**config.mk**
```make
export PLATFORM = sky130hd
export DESIGN_NAME = ejtag_ctl_scan
export DESIGN_NICKNAME = d
export VERILOG_FILES = /design/src/common/ejtag_pkg.sv /design/src/source/ejtag_ctl_scan.sv
export SDC_FILE = /design/constraint.sdc
export NUM_CORES = 1
export LEC_CHECK = 0
export BUFFER_PORTS_ARGS = -buffer_cell sky130_fd_sc_hd__buf_2
export CORE_ASPECT_RATIO = 0.5
export CORE_MARGIN = 3
export CORE_UTILIZATION = 25
export DETAILED_ROUTE_END_ITERATION = 16
export PLACE_DENSITY_LB_ADDON = 0.08
export SLEW_MARGIN = 10
export SYNTH_ARGS = -nofsm -noshare
export SYNTH_HDL_FRONTEND = slang
export SYNTH_SLANG_ARGS = --single-unit
```
**constraint.sdc**
```tcl
create_clock -name jtag_clock -period 1.02 [get_ports jtag_clock]
set_input_delay 0.102 -clock jtag_clock [delete_from_list [all_inputs] [get_ports jtag_clock]]
set_output_delay 0.102 -clock jtag_clock [all_outputs]
set_load 0.1 [all_outputs]
```
**src/common/ejtag_pkg.sv**
```systemverilog
`default_nettype none

package ejtag_pkg;

  localparam int ECR_BITS = 32;

  typedef struct packed {
    logic       wasrst;
    logic [3:0] res30_27;
    logic       res26;
    logic [1:0] pclen;
    logic       res23;
    logic       doze;
    logic       run;
    logic       perrst;
    logic       prnw;
    logic       pracc;
    logic       dmaacc;
    logic       prrst;
    logic       proben;
    logic       setdev;
    logic       res13;
    logic       jtagbrk;
    logic       dstrt;
    logic       derr;
    logic       drwn;
    logic [1:0] dsz;
    logic       res6;
    logic       dlock;
    logic       dinc;
    logic       brkst;
    logic       tif;
    logic       tof;
    logic       clken;
  } ecr_t;

  typedef struct packed {
    logic        dzs;
    logic        his;
    logic        enm;
    logic [21:0] res28_7;
    logic        tif;
    logic        tof;
    logic        mint;
    logic        mnmi;
    logic        mp;
    logic        mrst;
    logic        tm;
  } dcr_t;

  typedef struct packed {
    logic run;
    logic doze;
    logic halt;
    logic debug_entry;
  } core_status_t;

  typedef enum logic [1:0] {
    DMA_BYTE   = 2'b00,
    DMA_HALF   = 2'b01,
    DMA_WORD   = 2'b10,
    DMA_TRIPLE = 2'b11
  } dma_size_e;

  typedef struct packed {
    logic      start;
    logic      read;
    dma_size_e size;
    logic      inc;
  } dma_req_t;

  localparam ecr_t ECR_DISABLED = 32'h0006_0102; // Value forced into the ECR while disabled.

  function automatic dma_size_e dma_size_decode(input logic [1:0] dsz);
    return dma_size_e'({dsz[1], dsz[1] ^ dsz[0]}); // Core size code from the ECR dsz field.
  endfunction

endpackage

`default_nettype wire
```
**src/source/ejtag_ctl_scan.sv**
```systemverilog
`timescale 1ns/10ps
`default_nettype none

module ejtag_ctl_scan #(
  parameter int CTL_WIDTH = ejtag_pkg::ECR_BITS
) (
  input  wire                  jtag_clock,
  input  wire                  RESET_D1_JR_N,
  input  wire                  sel_ctl,
  input  wire                  capture_dr,
  input  wire                  shift_dr,
  input  wire                  update_dr,
  input  wire                  tdi,
  input  wire ejtag_pkg::ecr_t ctl_view,
  output logic                 tdo,
  output ejtag_pkg::ecr_t      ctl_word,
  output logic                 ctl_update
);

  import ejtag_pkg::*;

  localparam int COMMON = (CTL_WIDTH < ECR_BITS) ? CTL_WIDTH : ECR_BITS;

  logic [CTL_WIDTH-1:0] shift_q;
  logic [CTL_WIDTH-1:0] capture_val;
  logic [ECR_BITS-1:0]  word_val;
  logic                 update_q;

  always_comb begin
    capture_val = '0;
    word_val    = '0;
    for (int i = 0; i < COMMON; i++) begin
      capture_val[i] = ctl_view[i]; // Extra scan bits read as zero.
      word_val[i]    = shift_q[i];
    end
  end

  always_ff @(posedge jtag_clock) begin
    if (sel_ctl && capture_dr) begin
      shift_q <= capture_val;
    end else if (sel_ctl && shift_dr) begin
      shift_q <= {tdi, shift_q[CTL_WIDTH-1:1]};
    end
  end

  always_ff @(posedge jtag_clock or negedge RESET_D1_JR_N) begin
    if (!RESET_D1_JR_N) begin
      update_q <= 1'b0;
    end else begin
      update_q <= update_dr;
    end
  end

  assign tdo        = shift_q[0];
  assign ctl_word   = word_val;
  assign ctl_update = sel_ctl & update_dr & ~update_q; // One cycle per update.

endmodule

`default_nettype wire

```
### Yosys cells after proc, flatten, opt, wreduce, memory -nomap -nowiden

Cells that the tools add are included.

* bits in registers: 33
* input port bits: 39
* output and inout port bits: 34
* logic and storage cells: 10

* muxes and demuxes: 2
* bitwise logic cells: 3
* reduce and logical (&&, ||, !) cells: 3

Operators by type and width (number)
* $mux 32: 2
* $and 1x1->1: 2
* $logic_and 1x1->1: 2
* $reduce_bool 2->1: 1
* $not 1->1: 1

### Depth between registers and ports, before layout

* depth in word-level cells: 3
* depth in mapped cells: 3
* gate-level depth less buffers: 2

### Worst setup path after synthesis

No wires, ideal clock.

* path kind: register -> output
* from: reg update_q
* to: out ctl_update
* arrival: 1.604 ns
* path slack: -0.686 ns
* stages on the path, launching flop included: 2
* buffers on the path: 0
* cells stage by stage: dfrtp_1 -> nor2_1

* cells in the longest elaborated chain, start to end: 2

Ends and longest elaborated chain
* from (decl): line ejtag_ctl_scan.sv:27 `logic update_q;`
* from (signal assigned): line ejtag_ctl_scan.sv:50 `update_q <= update_dr;`
* $not 1->1: line ejtag_ctl_scan.sv:56 `assign ctl_update = sel_ctl & update_dr & ~update_q;`
* $and 1x1->1: line ejtag_ctl_scan.sv:56
* to (decl): line ejtag_ctl_scan.sv:17 `output logic ctl_update`

No other way between the ends.

### Final worst setup path

* from: reg shift_q[27], in the netlist ctl_word[27]
* to: out ctl_word[27] in the netlist's numbering

RTL lines
* from (decl): line ejtag_ctl_scan.sv:24 `logic [CTL_WIDTH-1:0] shift_q;`
* from (signal assigned): line ejtag_ctl_scan.sv:40 `shift_q <= capture_val;`
* from (signal assigned): line ejtag_ctl_scan.sv:42 `shift_q <= {tdi, shift_q[CTL_WIDTH-1:1]};`
* to (decl): line ejtag_ctl_scan.sv:16 `output ejtag_pkg::ecr_t ctl_word,`

No word-level cell between the ends.

==> results by group <==
Run status
  – Run status: finished, violations left
  – Failing checks: negative setup slack

Floorplanning
  – Starting density of the core: a little over a quarter
  – DIE WIDTH: about 120 microns
  – Total number of placement rows: 19
  – Vertical die dimension: 61.7 microns
  – Die Footprint: roughly 7200 sq um
  – Core outline area: 5730 sq um
  – Number of primary I/O pins: 73

Pwr
  – Fraction of power spent switching nets: between 20% and 30%
  – Comb power frac: between 30 and 40%
  – Part of the total power dissipated in sequential elements: between 30% and 40%
  – Part of the power in the clock network: between 30% and 40%
  – Leakage dissipation: 0.00140 uW
  – Internal Pwr Total: 3470 uW
  – VDD IR-drop max: 0.000827 V
  – Power after layout: 4940 uW
  – Sw power: 1460 uW
  – Power density normalized to cell area: 1610 nW/um^2

Route
  – Detail-routed via count per cell: 3.88
  – Final wirelength: 3.59 mm
  – Initial detailed-routing violation count: 26
  – DR pass1 iterations: 2
  – # DRC: 0
  – Avg WL per Cell: 13.1 microns
  – Count of vias placed by the detailed router: 1060
  – Number of nets still failing antenna checks after routing: 0

Yosys
  – Cell area after technology mapping: about 1600 sq um
  – Number of warnings printed during yosys synthesis: 0
  – Count of different cell masters after synthesis: 10
  – Cell types occupying the most area after synthesis: sky130_fd_sc_hd__edfxtp_1 62%, sky130_fd_sc_hd__mux2_4 29%, sky130_fd_sc_hd__buf_12 3.9%, sky130_fd_sc_hd__dfrtp_1 1.6%, sky130_fd_sc_hd__mux2_2 1.5%
  – Sequential area share after synthesis: 63.5%
  – Synth Register Bits: 33
  – Synthesized Nets: 112
  – Cells after synthesis: 73
  – Fraction of post-synthesis cell area in the top cell type by area: 61.9%
  – Cell type with the largest total area after synthesis: sky130_fd_sc_hd__edfxtp_1
  – Post-Syn Area per Cell: 21.3 sq um

Place
  – Worst setup slack before clock tree synthesis: -0.0934 ns
  – Post-place instance area: 2800 sq um
  – Quantity of I/O buffers inserted on ports: 72
  – Routability Congestion: 0.713
  – Post-placement cell count: 262
  – DPL Wire Length: 2.67 mm

Timing
  – Count of endpoints failing hold in the final timing report: 0
  – Final period utilization: 107%
  – Max Transition Viols Final: 0
  – Transition time at the pin with the least slew margin: 0.192 ns
  – Setup Skew: 0.00456 ns
  – Worst max-slew margin expressed relative to the limit: 87.2%
  – Setup TNS: -1.21 ns
  – Worst Slack Setup Final: -0.0695 ns
  – Peak clock frequency supported by timing: 918 MHz
  – Unrepaired setup endpoints after global routing: yes
  – Final setup viols: 36
  – Shortest period the worst path allows: 1.09 ns

Cells and area
  – Fraction of final layout cells with drive strength greater than 1: 79.9%
  – Final std cells w/o fill: 273
  – Inserted Diodes: 0
  – Commonest non-fill, non-tap cells in the layout: 38 x sky130_fd_sc_hd__buf_2, 38 x sky130_fd_sc_hd__buf_12, 32 x sky130_fd_sc_hd__edfxtp_1
  – Synthesis-to-layout area growth: 97.2%
  – Post-route cell area: 3060 sq um
  – Number of nets in the layout: 227

Worst setup path
  – Element type at the critical path start: flop
  – Category of the worst setup path capture point: primary output
  – Worst-case register-to-register setup slack: -0.04 ns
  – R2R Path End: ctl_word[26]
  – Cell with the biggest individual delay on the critical path: sky130_fd_sc_hd__edfxtp_1
  – Required time reported for the critical path endpoint: a little over 0.9 ns
  – Critical Path, Cell by Cell: buf_6, buf_12
  – FF-to-FF Start: ctl_word[27]
  – Critical Path AT: between 0.9 and 1 ns
  – Delay contributed by the slowest stage of the critical path: 0.42 ns
  – Number of cells on the worst reg-to-reg path: 2
  – Worst-path fanout max: 2
  – WS Path Type: reg2out

Global route
  – GRT Residual Overflow: 0
  – Pin count of the biggest net entering global routing: 25
  – Global-route wire length before repair: between 5 and 6 mm
  – Total GRT Usage: 10.5%
  – Vias in the first global route: 1099
  – Antenna violations before repair: 0

Clock tree
  – Number of buffers between clock root and the deepest sink: 2
  – Clk slew on worst S/H paths: roughly 0.050 ns
  – CTS tree: yes
  – H-tree depth reported by CTS: 2
  – Later-pin clock latency in the skew report: 0.27 ns
  – Clock Root Buffer: sky130_fd_sc_hd__clkbuf_16
  – Total clock buffers created by CTS: 5
  – Number of clock sinks: 33

Job
  – Number of violations of the max-capacitance limit: 0

Worst hold path
  – Min-Delay Path Depth: 2
  – Hold WC Path Type: in2reg
  – Hold path start: ctl_view[26]
  – Hold-critical path endpoint: ctl_word[26]
-- synthesized netlist by cell type (all sizes together) --
cell / number
nand2: 2
dfrtp: 1
o21a: 1
edfxtp: 32
mux2: 32
nor2: 1
buf: 4
-- kinds of logic (layout without fill, tap and decap cells) --
| family | after synthesis | count (layout) | synth area share, % |
|---|---|---|---|
| multiplexers | 32 | 32 | 30.5 |
| flip-flops | 33 | 33 | 63.5 |
| AO/OA/AOI/OAI | 1 | 1 | 0.484 |
| buffers and inverters | 4 | 120 | 4.35 |
| AND/OR/NAND/NOR | 3 | 3 | 1.21 |
-- power groups by stage --
stage / Combinational (uW) / Sequential [uW] / Clock (uW)
2_1_floorplan: 304 / 2310 / 0
3_3_place_gp: 1570 / 1690 / 0
3_5_place_dp: 1580 / 1690 / 0
4_1_cts: 1590 / 1690 / 1710
5_1_grt: 1630 / 1710 / 1780
6_report: 1580 / 1700 / 1660
-- repair_timing --
| item | in CTS | in global routing |
|---|---|---|
| pin swaps | 1 | 0 |
| hold endpoints to repair | 2 | 0 |
| setup endpoints to repair | 34 | 49 |
| hold buffers | 2 | 0 |
| gates resized for setup | 16 | 4 |
| setup buffers | 16 | 0 |
-- critical path, delay by kind of cell (launching register included) --
family | cells | cell delay [ns]
flops | 1 | 0.42
buf+inv | 2 | 0.29
-- metrics by stage --
stage	util, %	hold WS (ns)
after floorplan	-	-0.194
after global placement	48.8	-0.124
after detailed placement	48.8	-0.113
after CTS	53.2	0.124
after global routing	53.4	0.122
final	53.4	0.129
-- worst max-delay path by stage --
stage | startpoint | cells after the start | end | slack, ns
floorplan | ctl_word[1] | 1 | ctl_word[0] | -0.41
finish | ctl_word[27] | 2 | ctl_word[27] | -0.07
CTS | ctl_word[27] | 2 | ctl_word[27] | -0.07
global route | ctl_word[27] | 2 | ctl_word[27] | -0.1
detailed placement | capture_dr | 4 | ctl_word[8] | -0.09
global placement | capture_dr | 4 | ctl_word[8] | -0.08
-- state kept, by name, summed over array words and instances (netlist names) --
signal / flops
ctl_word: 32
update_q: 1
-- metal layers --
metal  GRT usage, %  wire, microns  vias up
met5              0              0        -
met4           3.00              0        0
met3           3.80            213        0
met2           18.1           1770       39
met1           13.0           1600      510
li1               -              -      511
-- final cells by class --
class,instances,area (sq um)
Timing Repair Buffer,112,1300
Fill cell,485,2670
Clock inverter,2,33.8
Tap cell,84,105
Sequential cell,33,986
Multi-Input combinational cell,36,507
Clock buffer,6,129
Note: power is estimated with default switching activity, not from simulation.
